[src/hw/pianoPkg.sv]
package pianoPkg;

  typedef logic [7:0]        scanCode_t;
  typedef logic [3:0]        noteCode_t;  // 0 = C4 .. 12 = C5
  typedef logic [7:0]        period_t;    // samples per tone cycle
  typedef logic [7:0]        phase_t;
  typedef logic signed [15:0] sample_t;
  typedef logic [5:0]        noteIndex_t;
  typedef logic [1:0]        songSel_t;

  localparam scanCode_t BREAK_CODE = 8'hF0; // key release prefix
  localparam int NUM_KEYS = 13;
  localparam int SAMPLE_DIV = 562;          // roughly 48 kHz from 27 MHz
  localparam int DIV_W = $clog2(SAMPLE_DIV);
  localparam int MAX_NOTES = 51;

  // make codes in note order Z S X D C V G B H N J M comma
  localparam scanCode_t KEY_CODES [NUM_KEYS] = '{
    8'h1A, 8'h1B, 8'h22, 8'h23, 8'h21, 8'h2A, 8'h34,
    8'h32, 8'h33, 8'h31, 8'h3B, 8'h3A, 8'h41
  };

  localparam period_t NOTE_PERIODS [NUM_KEYS] = '{
    8'd179, 8'd169, 8'd160, 8'd151, 8'd142, 8'd134, 8'd127,
    8'd120, 8'd113, 8'd107, 8'd101, 8'd95, 8'd90
  };

  localparam period_t DEFAULT_PERIOD = 8'd179;
  localparam sample_t SINE_PEAK = 16'sd32767;

  // first quadrant of a 256 step sine
  localparam sample_t SINE_QUARTER [64] = '{
        0,   804,  1608,  2410,  3212,  4011,  4808,  5602,
     6393,  7179,  7962,  8739,  9512, 10278, 11039, 11793,
    12539, 13279, 14010, 14732, 15446, 16151, 16846, 17530,
    18204, 18868, 19519, 20159, 20787, 21403, 22005, 22594,
    23170, 23731, 24279, 24811, 25329, 25832, 26319, 26790,
    27245, 27683, 28105, 28510, 28898, 29268, 29621, 29956,
    30273, 30571, 30852, 31113, 31356, 31580, 31785, 31971,
    32137, 32285, 32412, 32521, 32609, 32678, 32728, 32757
  };

  function automatic sample_t sineSample(input phase_t phase);
    logic [5:0] idx;
    logic [5:0] mirror;
    sample_t    mag;
    idx = phase[5:0];
    mirror = 6'd0 - idx;              // 64 - idx within the quadrant
    if (phase[6])
      mag = (idx == 6'd0) ? SINE_PEAK : SINE_QUARTER[mirror];
    else
      mag = SINE_QUARTER[idx];
    return phase[7] ? -mag : mag;     // second half is negative
  endfunction

  localparam noteCode_t SONG_NOTES [4][MAX_NOTES] = '{
    '{0, 0, 7, 7, 9, 9, 7, 5, 5, 4, 4, 2, 2, 0,  // twinkle twinkle
      7, 7, 5, 5, 4, 4, 2, 7, 7, 5, 5, 4, 4, 2,
      0, 0, 7, 7, 9, 9, 7, 5, 5, 4, 4, 2, 2, 0,
      0, 0, 0, 0, 0, 0, 0, 0, 0},
    '{0, 0, 2, 0, 5, 4, 0, 0, 2, 0, 7, 5, 0,     // happy birthday
      0, 12, 9, 5, 4, 2, 10, 10, 9, 5, 7, 5,
      0, 0, 0, 0, 0, 0, 0, 0, 0, 0, 0, 0, 0,
      0, 0, 0, 0, 0, 0, 0, 0, 0, 0, 0, 0, 0},
    '{4, 2, 0, 2, 4, 4, 4, 2, 2, 2, 4, 7, 7,     // mary had a little lamb
      4, 2, 0, 2, 4, 4, 4, 4, 2, 2, 4, 2, 0,
      0, 0, 0, 0, 0, 0, 0, 0, 0, 0, 0, 0, 0,
      0, 0, 0, 0, 0, 0, 0, 0, 0, 0, 0, 0},
    '{4, 4, 4, 4, 4, 4, 4, 7, 0, 2, 4, 5, 5,     // jingle bells
      5, 5, 5, 4, 4, 4, 4, 4, 2, 2, 4, 2, 7,
      4, 4, 4, 4, 4, 4, 4, 7, 0, 2, 4, 5, 5,
      5, 5, 5, 4, 4, 4, 4, 7, 7, 5, 2, 0}
  };

  localparam noteIndex_t SONG_LAST [4] = '{6'd41, 6'd24, 6'd25, 6'd50};

endpackage

[src/hw/ps2Receiver.sv]
`timescale 1ns/100ps

module ps2Receiver (
  input  logic                CLOCK_27,
  input  logic                RST,
  input  logic                ps2Clk,
  input  logic                ps2Dat,
  output pianoPkg::scanCode_t scanCode,
  output logic                scanStrobe
);
  import pianoPkg::*;

  logic [1:0] clkSync;   // two-flop synchronizer
  logic [1:0] datSync;
  logic       clkPrev;
  logic       clkFall;
  logic       inFrame;
  logic [3:0] bitCount;  // 0..7 data, 8 parity, 9 stop
  scanCode_t  shiftReg;

  always_ff @(posedge CLOCK_27 or negedge RST)
  begin
    if (!RST)
    begin
      clkSync <= 2'b11;  // lines idle high
      datSync <= 2'b11;
      clkPrev <= 1'b1;
    end
    else
    begin
      clkSync <= {clkSync[0], ps2Clk};
      datSync <= {datSync[0], ps2Dat};
      clkPrev <= clkSync[1];
    end
  end

  assign clkFall = clkPrev & ~clkSync[1];

  always_ff @(posedge CLOCK_27 or negedge RST)
  begin
    if (!RST)
    begin
      inFrame    <= 1'b0;
      bitCount   <= 4'd0;
      scanStrobe <= 1'b0;
    end
    else
    begin
      scanStrobe <= 1'b0;
      if (clkFall)
      begin
        if (!inFrame)
        begin
          inFrame  <= ~datSync[1];  // start bit is low
          bitCount <= 4'd0;
        end
        else if (bitCount == 4'd9)
        begin
          inFrame    <= 1'b0;       // stop bit, frame done
          bitCount   <= 4'd0;
          scanStrobe <= 1'b1;
        end
        else
          bitCount <= bitCount + 4'd1; // parity just counted
      end
    end
  end

  // data arrives lsb first
  always_ff @(posedge CLOCK_27)
  begin
    if (clkFall && inFrame && bitCount < 4'd8)
      shiftReg <= {datSync[1], shiftReg[7:1]};
  end

  assign scanCode = shiftReg;

endmodule

[src/hw/keyDecoder.sv]
`timescale 1ns/100ps

module keyDecoder (
  input  logic                CLOCK_27,
  input  logic                RST,
  input  pianoPkg::scanCode_t scanCode,
  input  logic                scanStrobe,
  output logic                keyDown,
  output pianoPkg::period_t   period,
  output pianoPkg::noteCode_t noteCode,
  output logic                noteStrobe
);
  import pianoPkg::*;

  logic      releasePending; // set after F0, eats the next code
  logic      keyHit;
  noteCode_t keyIdx;

  // table search over the thirteen make codes
  always_comb
  begin
    keyHit = 1'b0;
    keyIdx = 4'd0;
    for (int i = 0; i < NUM_KEYS; i++)
    begin
      if (scanCode == KEY_CODES[i])
      begin
        keyHit = 1'b1;
        keyIdx = noteCode_t'(i);
      end
    end
  end

  always_ff @(posedge CLOCK_27 or negedge RST)
  begin
    if (!RST)
    begin
      releasePending <= 1'b0;
      keyDown        <= 1'b0;
      period         <= DEFAULT_PERIOD;
      noteCode       <= 4'd0;
      noteStrobe     <= 1'b0;
    end
    else
    begin
      noteStrobe <= 1'b0;
      if (scanStrobe)
      begin
        if (releasePending)
          releasePending <= 1'b0;    // code of the released key
        else if (scanCode == BREAK_CODE)
        begin
          keyDown        <= 1'b0;
          releasePending <= 1'b1;
        end
        else if (keyHit)
        begin
          keyDown    <= 1'b1;
          period     <= NOTE_PERIODS[keyIdx];
          noteCode   <= keyIdx;
          noteStrobe <= 1'b1;
        end
        else
        begin
          keyDown <= 1'b0;           // not a piano key
          period  <= DEFAULT_PERIOD;
        end
      end
    end
  end

endmodule

[src/hw/toneGenerator.sv]
`timescale 1ns/100ps

module toneGenerator (
  input  logic              CLOCK_27,
  input  logic              RST,
  input  logic              keyDown,
  input  pianoPkg::period_t period,
  output logic              sampleStrobe,
  output pianoPkg::sample_t toneSample
);
  import pianoPkg::*;

  logic [DIV_W-1:0] divCount;
  phase_t           phase;

  // audio sample tick
  always_ff @(posedge CLOCK_27 or negedge RST)
  begin
    if (!RST)
    begin
      divCount     <= '0;
      sampleStrobe <= 1'b0;
    end
    else if (divCount == DIV_W'(SAMPLE_DIV - 1))
    begin
      divCount     <= '0;
      sampleStrobe <= 1'b1;
    end
    else
    begin
      divCount     <= divCount + 1'b1;
      sampleStrobe <= 1'b0;
    end
  end

  // phase wraps at the note period and stays at zero when idle
  always_ff @(posedge CLOCK_27 or negedge RST)
  begin
    if (!RST)
    begin
      phase      <= 8'd0;
      toneSample <= 16'sd0;
    end
    else if (sampleStrobe)
    begin
      if (keyDown && phase < period - 8'd1)
        phase <= phase + 8'd1;
      else
        phase <= 8'd0;
      if (keyDown)
        toneSample <= sineSample(phase); // phase before the step
      else
        toneSample <= 16'sd0;
    end
  end

endmodule

[src/hw/songTutor.sv]
`timescale 1ns/100ps

module songTutor (
  input  logic                 CLOCK_27,
  input  logic                 RST,
  input  pianoPkg::songSel_t   songSel,
  input  pianoPkg::noteCode_t  noteCode,
  input  logic                 noteStrobe,
  output pianoPkg::noteIndex_t noteIndex,
  output pianoPkg::noteCode_t  expectedNote
);
  import pianoPkg::*;

  noteIndex_t lastIdx;
  logic       noteMatch;

  assign lastIdx = SONG_LAST[songSel];

  // out of table range only right after a song change
  always_comb
  begin
    if (int'(noteIndex) < MAX_NOTES)
      expectedNote = SONG_NOTES[songSel][noteIndex];
    else
      expectedNote = SONG_NOTES[songSel][0];
  end

  assign noteMatch = noteStrobe && (noteCode == expectedNote);

  always_ff @(posedge CLOCK_27 or negedge RST)
  begin
    if (!RST)
      noteIndex <= 6'd0;
    else if (noteIndex > lastIdx)
      noteIndex <= 6'd0;       // shorter song selected
    else if (noteMatch)
    begin
      if (noteIndex == lastIdx)
        noteIndex <= 6'd0;     // song finished, start over
      else
        noteIndex <= noteIndex + 6'd1;
    end
  end

endmodule

[src/hw/pianoTutorTop.sv]
`timescale 1ns/100ps

module pianoTutorTop (
  input  logic                 CLOCK_27,
  input  logic                 RST,
  input  logic                 PS2_CLK,
  input  logic                 PS2_DAT,
  input  pianoPkg::songSel_t   songSel,
  output logic                 keyDown,
  output pianoPkg::period_t    period,
  output pianoPkg::sample_t    toneSample,
  output logic                 sampleStrobe,
  output pianoPkg::noteIndex_t noteIndex,
  output pianoPkg::noteCode_t  expectedNote
);
  import pianoPkg::*;

  scanCode_t scanCode;
  logic      scanStrobe;
  noteCode_t noteCode;
  logic      noteStrobe;

  ps2Receiver i_ps2Receiver (
    .CLOCK_27   (CLOCK_27),
    .RST        (RST),
    .ps2Clk     (PS2_CLK),
    .ps2Dat     (PS2_DAT),
    .scanCode   (scanCode),
    .scanStrobe (scanStrobe)
  );

  keyDecoder i_keyDecoder (
    .CLOCK_27   (CLOCK_27),
    .RST        (RST),
    .scanCode   (scanCode),
    .scanStrobe (scanStrobe),
    .keyDown    (keyDown),
    .period     (period),
    .noteCode   (noteCode),
    .noteStrobe (noteStrobe)
  );

  toneGenerator i_toneGenerator (
    .CLOCK_27     (CLOCK_27),
    .RST          (RST),
    .keyDown      (keyDown),
    .period       (period),
    .sampleStrobe (sampleStrobe),
    .toneSample   (toneSample)
  );

  songTutor i_songTutor (
    .CLOCK_27     (CLOCK_27),
    .RST          (RST),
    .songSel      (songSel),
    .noteCode     (noteCode),
    .noteStrobe   (noteStrobe),
    .noteIndex    (noteIndex),
    .expectedNote (expectedNote)
  );

endmodule

[config.mk]
export PLATFORM = sky130hd
export DESIGN_NAME = pianoTutorTop
export DESIGN_NICKNAME = d
export VERILOG_FILES = /design/src/hw/pianoPkg.sv /design/src/hw/ps2Receiver.sv /design/src/hw/keyDecoder.sv /design/src/hw/toneGenerator.sv /design/src/hw/songTutor.sv /design/src/hw/pianoTutorTop.sv
export SDC_FILE = /design/constraint.sdc
export NUM_CORES = 1
export LEC_CHECK = 0
export BUFFER_PORTS_ARGS = -buffer_cell sky130_fd_sc_hd__buf_2
export CAP_MARGIN = 20
export CORE_ASPECT_RATIO = 0.7
export CORE_MARGIN = 8
export CORE_UTILIZATION = 55
export CTS_BUF_LIST = sky130_fd_sc_hd__clkbuf_16
export DETAILED_ROUTE_END_ITERATION = 6
export GPL_ROUTABILITY_DRIVEN = 1
export GPL_TIMING_DRIVEN = 1
export PLACE_DENSITY = 0.82
export SYNTH_ARGS = -nofsm -noshare
export SYNTH_HDL_FRONTEND = slang
export SYNTH_SLANG_ARGS = --single-unit
[constraint.sdc]
create_clock -name CLOCK_27 -period 3.9 [get_ports CLOCK_27]
set_input_delay 0.39 -clock CLOCK_27 [delete_from_list [all_inputs] [get_ports CLOCK_27]]
set_output_delay 0.39 -clock CLOCK_27 [all_outputs]
set_load 0.1 [all_outputs]
* After elaboration in Yosys (flattened, before gate mapping)
Memories as Yosys holds them, arrays and structs flattened.
Cells that the tools add are included.
** Storage, ports and cells
- Flip-flop bits (word level) :: 75
- Bits in read-only memories :: 2176
- Word-level logic and storage cells :: 140
- Memories kept :: 3
** Operators by class
- Add/sub/neg operators :: 7
- Magnitude comparators :: 9
- Eq/ne operators :: 18
- Muxes and demuxes :: 67
- Bitwise logic cells :: 10
- Reductions and logical operators :: 9
** Memory list
- (no name shown) :: words 64, width 16, rd ports 1, clocked after memory_dff 0, write ports 0, line pianoPkg.sv:50 : mag = (idx == 6'd0) ? SINE_PEAK : SINE_QUARTER[mirror];
- (no name shown) :: words 64, width 16, rd ports 1, clocked after memory_dff 0, write ports 0, line pianoPkg.sv:52 : mag = SINE_QUARTER[idx];
- (no name shown) :: words 16, width 8, rd ports 1, clocked after memory_dff 0, write ports 0, line keyDecoder.sv:59 : period <= NOTE_PERIODS[keyIdx];
** Operator list (count)
- $bmux 204 s2 :: 1
- $mux 204 :: 2
- $mux 16 :: 10
- $eq 8x6->1 const B :: 10
- $mux 4 :: 10
- $mux 8 :: 4
- $mux 6 :: 5
- $mux 1 :: 26
- $bmux 4 s6 :: 1
- $ge 7x7->1 const B :: 3
- $not 6->7 :: 3
- $eq 8x5->1 const B :: 2
- $neg 16->16 :: 1
- $bmux 6 s2 :: 1
- $mux 3 :: 4
- $add 10x1->10 const B :: 1
- $eq 10x10->1 const B :: 1
- $mux 10 :: 1
- $add 8x1->8 const B :: 1
- $eq 8x7->1 const B :: 1
- $eq 8x8->1 const B :: 1
- $lt 8x8->1 :: 1
- $sub 8x1->8 const B :: 1
- $add 6x1->6 const B :: 1
- other kinds (21) :: 28

* Depth between registers and ports, before layout
Gate-level depths: netlist (run 1).
- Depth in word-level cells :: 18
- Gate-level depth with buffers :: 20
- Depth with buffers taken out :: 15

* Modules after synthesis
A second synthesis (run 1) with hierarchy kept.
** Second synthesis, totals
- Cells, all modules :: 1114
- Area, all modules :: 9057.4 µm²
** Modules (own cells, without submodules)
- toneGenerator :: times used 1, cells an instance 711, area an instance 5444.0 µm², sequential area each 875.8 µm²
- songTutor :: times used 1, cells an instance 237, area an instance 1755.4 µm², sequential area each 150.1 µm²
- keyDecoder :: times used 1, cells an instance 120, area an instance 1162.4 µm², sequential area each 381.6 µm²
- ps2Receiver :: times used 1, cells an instance 46, area an instance 695.7 µm², sequential area each 521.8 µm²

* Worst setup path after synthesis (run 1)
Ideal clock, no wire load.
- Path kind :: reg2reg
- Start point :: reg i_songTutor.noteIndex[1]
- End point :: reg i_songTutor.noteIndex[3]
- Setup time :: 0.122 ns
- Arrival time :: 6.394 ns
- Slack :: -2.616 ns
- Stages on the path, launching flop included :: 13
- Buffers on the path :: 4
- Cells stage by stage :: dfrtp_1 clkbuf_1 buf_2 clkbuf_1 o211ai_1 o211ai_1 a21boi_0 o41ai_1 xnor2_1 o2111a_1 clkbuf_1 o22ai_1 a32o_1
** On the way
- Longest elaborated chain between the ends :: 8
** RTL lines
- start: declaration :: line songTutor.sv:9 : output pianoPkg::noteIndex_t noteIndex,
- start signal: assignment :: line songTutor.sv:41 : noteIndex <= noteIndex + 6'd1;
- $not 6->7 (not written as such) :: line songTutor.sv:23 : expectedNote = SONG_NOTES[songSel][noteIndex];
- $bmux 4 s6 :: line songTutor.sv:23
- $mux 4 (not written as such) (2 in series) :: line songTutor.sv:23
- $mux 4 (*) :: line songTutor.sv:22 : if (int'(noteIndex) < MAX_NOTES)
- named net expectedNote[0] :: line pianoTutorTop.sv:14 : output pianoPkg::noteCode_t expectedNote
- $eq 4x4->1 (*) :: line songTutor.sv:28 : assign noteMatch = noteStrobe && (noteCode == expectedNote);
- $logic_and 1x1->1 (*) :: line songTutor.sv:28
- $reduce_bool 2->1 (no line) (*)
Mark *: on every way through the listed nets, which the timed path passes. The rest lies on a longest branch. The select of a mux whose other input is x is not followed.
A chain may end at the register's enable or synchronous reset.

* Final worst setup path (run 1)
- Start point :: reg i_toneGenerator.phase[0]
- End point :: reg i_toneGenerator.toneSample[11]
** On the way
- Longest elaborated chain between the ends :: 12
** RTL lines
- start: declaration :: line toneGenerator.sv:14 : phase_t phase;
- start signal: assignment :: line toneGenerator.sv:47 : phase <= phase + 8'd1;
- $sub 1x6->6 :: line pianoPkg.sv:48 : mirror = 6'd0 - idx;
- $not 6->7 (not written as such) :: line pianoPkg.sv:50
- $mem_v2 64x16
- $mux 16 (not written as such) (2 in series) :: line pianoPkg.sv:50
- $mux 16 :: line pianoPkg.sv:50
- $mux 16 (*) :: line pianoPkg.sv:49 : if (phase[6])
- $mux 16 (*) :: line toneGenerator.sv:50 : if (keyDown)
- $mux 16 (*) :: line toneGenerator.sv:44 : else if (sampleStrobe)
- $neg 16->16 :: line pianoPkg.sv:53 : return phase[7] ? -mag : mag;
- $mux 16 (*) :: line pianoPkg.sv:53
- $mux 16 (*) :: line toneGenerator.sv:50
- end signal: assignment :: line toneGenerator.sv:51 : toneSample <= sineSample(phase);
- end: declaration :: line toneGenerator.sv:9 : output pianoPkg::sample_t toneSample
Mark *: on every way between the ends. The rest lies on a longest branch, timed or not. The select of a mux whose other input is x is not followed.

==> reports/metrics.yaml, run 1 <==
worst_setup_path:
  crit_family: "simple AND/OR/NAND/NOR gates"
  start_kind: "flop"
  path_cells: "inv_2 > ha_1 > nor3b_4 > xnor2_2 > or4_1 > a311oi_4 > o22ai_2 > or3_1 > o311a_1 > a221o_1"
  slowest_delay_ns: 0.63
  crit_start: "i_toneGenerator.phase[0]$_DFFE_PN0P_"
  crit_path_max_fanout: 7
  required_ns: 4.14
  arrival_ns: 4.09
  critPathKind: "reg2reg"
  cpMaxStageDelayCell: "or4_1"
  crit_path_end_kind: "flop"
  crit_buf_inv: 1
  rr_startpoint: "i_toneGenerator.phase[0]$_DFFE_PN0P_"
pwr:
  leakage_uw: 0.004057
  p_per_area_nw_per_um2: 246.9
  ir_drop_uv: 351.2
run_status:
  status: "finished with violations"
  violations: "negative hold slack"
timing:
  fin_crit_sh: 0.9857
  fin_skew_ns: 0.007652
  drv_slew: 0
  period_minus_slack_ns: 3.844
  hold_viol: 6
  fmax_mhz: 260.1
  hold_slack_ns: -0.003043
  finalSetupViolCount: 0
  relSlewSlack: 0.4838
  worst_pin_slew_ns: 0.7636
grt:
  grt_pass1_wl_microns: 45740
  antenna_found_initial: 0
  grt_usage: 0.2871
  overflow: 0
  first_global_vias: 8231
  grt_max_degree: 56
drt:
  num_vias: 9175
  dr.first_iter.drc_count: 1609
  drc: 0
  totalWireLength_microns: 28990
  drt_pre_antenna_iters: 6
  ant_nets: 0
  wl_per_cell_microns: 21.61
  viasPerCell: 6.842
cts:
  tritoncts: "built"
  clock-sinks: 75
  cts_max_level: 3
  cts-root-buf: "clkbuf_16"
  ctsHoldBuffers: 0
  clock_path_buffers: 2
  clk_latency_ns: 0.36
  numCtsBuffers: 9
  cts.reportedPaths.clkPinSlew_ns: 0.07
synth:
  synth_nets: 1171
  ys_types: 89
  synth_edf_count: 8
  seq_area_frac_synth: 0.2264
  yosysWarnings: 0
  synth.cell_area_sq_um: 8522
  synth.avg_cell_area_sq_um: 7.705
  syn_inst: 1106
  ys.flop_type: "dfrtp_1"
  async_flop_share: 0.8933
  ys_seq_elements: 75
placed_design:
  globalplace.congestion: 1.025
  place_hpwl_microns: 20650
  io_buffers: 41
  postPlaceCellArea_sq_um: 9228
min_path:
  hold_class: "in2async"
final_layout:
  drive_gt1_frac: 0.1797
  design_area_sq_um: 9618
  final_nets: 1201
  syn_to_final_growth_pct: 12.86
  n_fill_cell: 1372
  n_antenna_cell: 0
floorplan:
  num_rows: 38
  core_sq_um: 15310
  pin_count: 42
  initial_core_util: 0.5566
  die-width_microns: 164.8
  die_area_sq_um: 19800
  fp.dieH_microns: 120.1
job:
  max_cap_viol_count: 0
==> cells in the final DEF, fill, tap and decap left out, types with 7 or more instances in the layout <==
cell type,netlist,layout
nand2_1,100,100
nor2_1,89,88
o21ai_0,77,76
buf_4,3,74
a21oi_1,66,65
ha_1,59,58
dfrtp_1,57,50
nand3_1,47,47
buf_2,23,41
inv_1,37,37
nor2b_1,34,33
nor3_1,33,33
xnor2_1,32,31
nand2b_1,25,25
o211ai_1,19,19
mux2i_1,17,17
a31oi_1,19,16
a211oi_1,14,14
o2bb2ai_1,12,12
xor2_1,11,11
mux2_2,10,10
o31ai_1,11,10
dfstp_2,10,10
nor4_1,9,9
o21a_1,9,9
o2111ai_1,9,9
a21o_1,9,9
a311oi_1,10,9
clkbuf_16,0,9
and3_1,8,8
a311o_1,8,8
edfxtp_1,8,8
o22ai_1,8,7
o32ai_1,8,7
nand3b_1,7,7
==> path summary, 6_finish.rpt <==
path	to	slack [ns]	cells after the start
max reg2reg	i_toneGenerator.toneSample[11]$_DFFE_PN0P_	0.06	10
max	i_toneGenerator.toneSample[11]$_DFFE_PN0P_	0.06	10
min	i_toneGenerator.divCount[2]$_DFF_PN0_	-0.003	1
max in group asynchronous	i_ps2Receiver.clkPrev$_DFF_PN1_	3.03	2
min in group CLOCK_27	i_ps2Receiver.clkSync[0]$_DFF_PN1_	0.12	1
min reg2reg	i_ps2Receiver.clkSync[1]$_DFF_PN1_	0.36	0
==> synth_stat cells (10+ instances only) <==
| library cell | n | area (sq um) |
|---|---|---|
| a21oi_1 | 66 | 330.3 |
| a31oi_1 | 19 | 118.9 |
| o2bb2ai_1 | 12 | 105.1 |
| buf_2 | 23 | 115.1 |
| nand2_1 | 100 | 375.4 |
| ha_1 | 59 | 738.2 |
| mux2_2 | 10 | 112.6 |
| a211oi_1 | 14 | 105.1 |
| xnor2_1 | 32 | 280.3 |
| clkbuf_1 | 65 | 244.0 |
| nand2b_1 | 25 | 156.4 |
| o31ai_1 | 11 | 82.58 |
| inv_1 | 37 | 138.9 |
| nor2b_1 | 34 | 212.7 |
| nor3_1 | 33 | 165.2 |
| xor2_1 | 11 | 96.34 |
| nor2_1 | 89 | 334.1 |
| dfstp_2 | 10 | 262.8 |
| a311oi_1 | 10 | 87.58 |
| dfrtp_1 | 57 | 1426 |
| o21ai_0 | 77 | 385.4 |
| nand3_1 | 47 | 235.2 |
| mux2i_1 | 17 | 170.2 |
| o211ai_1 | 19 | 142.6 |
==> routing by layer <==
metal / part of all wire / global-route usage / vias to the layer above
li1: - / - / 4175
met1: 0.44 / 0.4226 / 4316
met2: 0.41 / 0.3859 / 621
met3: 0.13 / 0.09511 / 63
met4: 0.021 / 0.08530 / 0
met5: 0 / 0 / -
==> registers in the layout (all words and copies together), names as in the netlist, 2 cells and up <==
| signal | flops |
|---|---|
| i_ps2Receiver.clkSync | 2 |
| i_keyDecoder.noteCode | 4 |
| i_toneGenerator.phase | 8 |
| i_toneGenerator.toneSample | 16 |
| i_toneGenerator.divCount | 10 |
| i_ps2Receiver.scanCode | 8 |
| i_ps2Receiver.datSync | 2 |
| i_songTutor.noteIndex | 6 |
| i_keyDecoder.period | 8 |
| i_ps2Receiver.bitCount | 4 |
==> layout make-up <==
cell class	instances	area (sq um)	area share
multi-input cells	890	6157	0.6402
flip-flops and latches	75	1943	0.2020
repair buffers	117	800.8	0.08326
well taps	200	250.2	0.02602
clock buffers	9	225.2	0.02342
inverters	43	162.7	0.01691
clock inverters	7	78.83	0.008196
==> where the power goes <==
part | internal [uW] | switching [uW] | total, uW | leakage, uW
Clock | 458 | 403 | 861 | 0.000151
Sequential | 865 | 73.5 | 939 | 0.000934
Combinational | 178 | 397 | 575 | 0.00297
Total | 1500 | 874 | 2370 | 0.00406
==> kinds of logic after synthesis <==
| kind of cell | synth area share |
|---|---|
| simple gates | 0.2324 |
| mux | 0.04111 |
| flops | 0.2264 |
| compound gates | 0.2978 |
| fa+ha+maj | 0.08662 |
| buf+inv | 0.06768 |
| xor+xnor | 0.04801 |
==> metrics by stage <==
step	util	setup TNS, ns	std cells	power, uW	setup slack, ns
floorplan	-	0	1106	1383	0.02408
global placement	0.6027	-0.01655	1324	1489	-0.01655
detailed placement	0.6027	0	1324	1517	0.02497
CTS	0.6228	0	1340	2384	0.006746
global route	0.6282	-0.02095	1341	2479	-0.02095
finish	0.6282	0	1341	2375	0.05574
==> what timing repair did <==
item	CTS	global route
pin swaps	0	1
endpoints found under the setup margin	1	9
gates resized for setup	1	12
setup buffers	0	1
(Power assumes the default switching activity.)
==> inputs of run 2 (changes only) <==
- PLACE_DENSITY: 0.82 -> 0.81
- SYNTH_HIERARCHICAL: not set -> 1
==> run 2 against run 1 <==
  * The flow now finishes without violations
  * Design area rose by 6.4%
  * Sequential share of layout area down 1.3 points
  * Worst setup slack better by 0.052 ns
  * Non-clock buffer count up 10
  * Power is 12% higher
  * Area after synthesis rose by 6.3%
  * Clock power shrank 3.4%
  * Largest power group unchanged
  * Highest routed layer unchanged
==> reports/metrics.yaml, run 2 <==
floorplan:
  num_rows: 39  # was 38
  initial_core_util: 0.5591  # was 0.5566
  die-width_microns: 169.4  # was 164.8 microns
  pin_count: 42  # unchanged
  core_sq_um: 16200  # was 15,310 sq um
  fp.dieH_microns: 123.4  # was 120.1 microns
  die_area_sq_um: 20900  # was 19,800 sq um
timing:
  setup_slack_ns: 0.1082  # was 0.05574 ns
  hold_slack_ns: 0.1462  # was -0.003043 ns
  fmax_mhz: 263.7  # was 260.1 MHz
  fin_setup_tns_ns: 0  # unchanged
  period_minus_slack_ns: 3.792  # was 3.844 ns
  drv_slew: 0  # unchanged
  hold_viol: 0  # was 6
  worst_pin_slew_ns: 0.9746  # was 0.7636 ns
  fin_crit_sh: 0.9723  # was 0.9857
  fin_skew_ns: 0.009216  # was 0.007652 ns
  relSlewSlack: 0.3443  # was 0.4838
  finalSetupViolCount: 0  # unchanged
min_path:
  hold_class: "in2reg"  # was in2async
final_layout:
  design_area_sq_um: 10230  # was 9618 sq um
  layout_commonest_cell: "nand2_1"  # unchanged
  largest_reg_flops: 16  # unchanged
  final_nets: 1229  # was 1,201
  top_register: "i_toneGenerator/toneSample"  # was i_toneGenerator.toneSample
  drive_gt1_frac: 0.2170  # was 0.1797
  n_fill_cell: 1399  # was 1,372
  syn_to_final_growth_pct: 12.96  # was 12.86%
  top_regs: "i_toneGenerator/toneSample: 16 flops, i_toneGenerator/divCount: 10 flops"  # was i_toneGenerator.toneSample: 16 flops, i_toneGenerator.divCount: 10 flops
  instances_no_fill: 1391  # was 1,341
  n_antenna_cell: 0  # unchanged
  final_cell_mix: "nand2_1, nor2_1, buf_4, o21ai_0, a21oi_1"  # was nand2_1, nor2_1, o21ai_0, buf_4, a21oi_1
drt:
  viasPerCell: 6.851  # was 6.842
  totalWireLength_microns: 29650  # was 28,990 microns
  ant_nets: 0  # unchanged
  drt_pre_antenna_iters: 7  # was 6
  wl_per_cell_microns: 21.31  # was 21.61 microns
  drc: 0  # unchanged
  dr.first_iter.drc_count: 1568  # was 1,609
  num_vias: 9530  # was 9,175
pwr:
  leakage_uw: 0.004220  # was 0.004057 uW
  ir_drop_uv: 331.3  # was 351.2 uV
  p_per_area_nw_per_um2: 259.0  # was 246.9 nW/um^2
cts:
  tritoncts: "built"  # unchanged
  clock-sinks: 75  # unchanged
  cts_max_level: 3  # unchanged
  cts.reportedPaths.clkPinSlew_ns: 0.07  # about the same
  clk_latency_ns: 0.33  # was 0.36 ns
  clock_path_buffers: 2  # unchanged
  cts-root-buf: "clkbuf_16"  # unchanged
  numCtsBuffers: 9  # unchanged
worst_setup_path:
  required_ns: 4.16  # was 4.14 ns
  arrival_ns: 4.06  # was 4.09 ns
  critPathKind: "reg2reg"  # unchanged
  crit_path_max_fanout: 10  # was 7
  start_kind: "flop"  # unchanged
  crit_path_end_kind: "flop"  # unchanged
synth:
  async_flop_share: 0.8933  # unchanged
  ys_types: 111  # was 89
  synth.cell_area_sq_um: 9057  # was 8522 sq um
  synth_edf_count: 8  # unchanged
  yosysTopAreaCell: "dfrtp_1"  # unchanged
  ys.flop_type: "dfrtp_1"  # unchanged
  ys_seq_elements: 75  # unchanged
  yosysMostFrequentCell: "nand2_1"  # unchanged
  synth_common_cells: "nand2_1, nor2_1, o21ai_0"  # unchanged
  synth_nets: 1182  # was 1,171
  seq_area_frac_synth: 0.2130  # was 0.2264
  synth_top_area_frac: 0.1575  # was 0.1674
  syn_inst: 1114  # was 1,106
  synth_area_leaders: "dfrtp_1, ha_1, nand2_1"  # was dfrtp_1, ha_1, o21ai_0
  synth.avg_cell_area_sq_um: 8.131  # was 7.705 sq um
  yosysWarnings: 6  # was 0
grt:
  grt_usage: 0.2763  # was 0.2871
  grt_pass1_wl_microns: 47070  # was 45,740 microns
  first_global_vias: 8515  # was 8,231
  antenna_found_initial: 0  # unchanged
  grt_max_degree: 57  # was 56
  overflow: 0  # unchanged
job:
  max_cap_viol_count: 0  # unchanged
placed_design:
  io_buffers: 41  # unchanged
  pre_cts_slack_ns: -0.003024  # was 0.02497 ns
  postPlaceCellArea_sq_um: 9786  # was 9228 sq um
  globalplace.congestion: 1.008  # was 1.025
  dp_cells: 1370  # was 1,324
  place_hpwl_microns: 21580  # was 20,650 microns
run_status:
  status: "finished, final reports clean"  # was finished with violations
==> run 2: cell types whose count changed in the layout (fill, tap and decap cells not counted), moves of 10 or more <==
cell and change:
nor2b_1 -18, mux2i_1 +17, nand3_1 -14, o21ai_0 -11, xnor2_1 -10
==> run 2: critical path, stage by stage, from the launching register on <==
cell      delay [ns]
dfrtp_2         0.43
inv_6           0.05
buf_4           0.18
ha_4            0.17
inv_1           0.10
ha_4            0.35
or3b_1          0.46
a31oi_1         0.20
a21oi_1         0.06
a211o_1         0.34
a31oi_2         0.23
o221ai_2        0.16
or2_1           0.33
or4_1           0.54
nand3_1         0.10
==> run 2: cells by family after synthesis <==
kind of cell | Yosys count | synth area share
DFF | 75 | 0.2130
and+or+nand+nor | 397 | 0.2359
adders and majority gates | 63 | 0.08675
muxes | 50 | 0.06658
AOI/OAI and AO/OA | 359 | 0.2843
xor gates and xnor gates | 39 | 0.04351
buffers and inverters | 131 | 0.06990
==> run 2: layout make-up <==
class / count / area, sq um / share of cell area
Clock buffer: 9 / 225.2 / 0.02201
Clock inverter: 7 / 73.82 / 0.007215
Inverter: 40 / 163.9 / 0.01602
Multi-Input combinational cell: 908 / 6653 / 0.6502
Sequential cell: 75 / 1936 / 0.1892
Tap cell: 225 / 281.5 / 0.02752
Timing Repair Buffer: 127 / 898.4 / 0.08781
==> run 2: worst paths after layout <==
kind,startpoint,to,slack [ns],cells past startpoint
min in group asynchronous,RST,i_ps2Receiver/inFrame$_DFFE_PN0P_,0.39,2
worst max-delay path,i_toneGenerator/phase[1]$_DFFE_PN0P_,i_toneGenerator/toneSample[9]$_DFFE_PN0P_,0.11,14
max in group asynchronous,RST,i_toneGenerator/toneSample[7]$_DFFE_PN0P_,2.71,4
worst min-delay path,PS2_DAT,i_ps2Receiver/datSync[0]$_DFF_PN1_,0.15,1
worst max register to register,i_toneGenerator/phase[1]$_DFFE_PN0P_,i_toneGenerator/toneSample[9]$_DFFE_PN0P_,0.11,14
worst min register to register,i_ps2Receiver/clkSync[0]$_DFF_PN1_,i_ps2Receiver/clkSync[1]$_DFF_PN1_,0.35,0
==> run 2: through the flow <==
step           utilization  power [uW]
6_report            0.6315        2650
5_1_grt             0.6315        2780
4_1_cts             0.6227        2657
3_5_place_dp        0.6040        1816
3_3_place_gp        0.6040        1794
2_1_floorplan            -        1648
==> run 2: power by group <==
group          internal, uW  switching [uW]
registers               879             112
clock network           455             377
logic                   245             582
total                  1580            1070
==> run 2: routing by layer <==
metal,part of all wire,vias up,wire (microns),global-route usage
met5,0,-,0,0.01144
met4,0.016,0,489,0.04738
met3,0.14,73,4285,0.07496
met2,0.40,660,11970,0.3916
met1,0.44,4494,12900,0.4119
li1,-,4303,-,-
==> run 2: what timing repair did <==
item,in CTS,in global routing
endpoints found under the setup margin,6,12
pin swaps,0,3
hold buffers,0,1
gates cloned,0,0
setup buffers,0,3
gates resized for setup,2,22
endpoints found under the hold margin,0,1
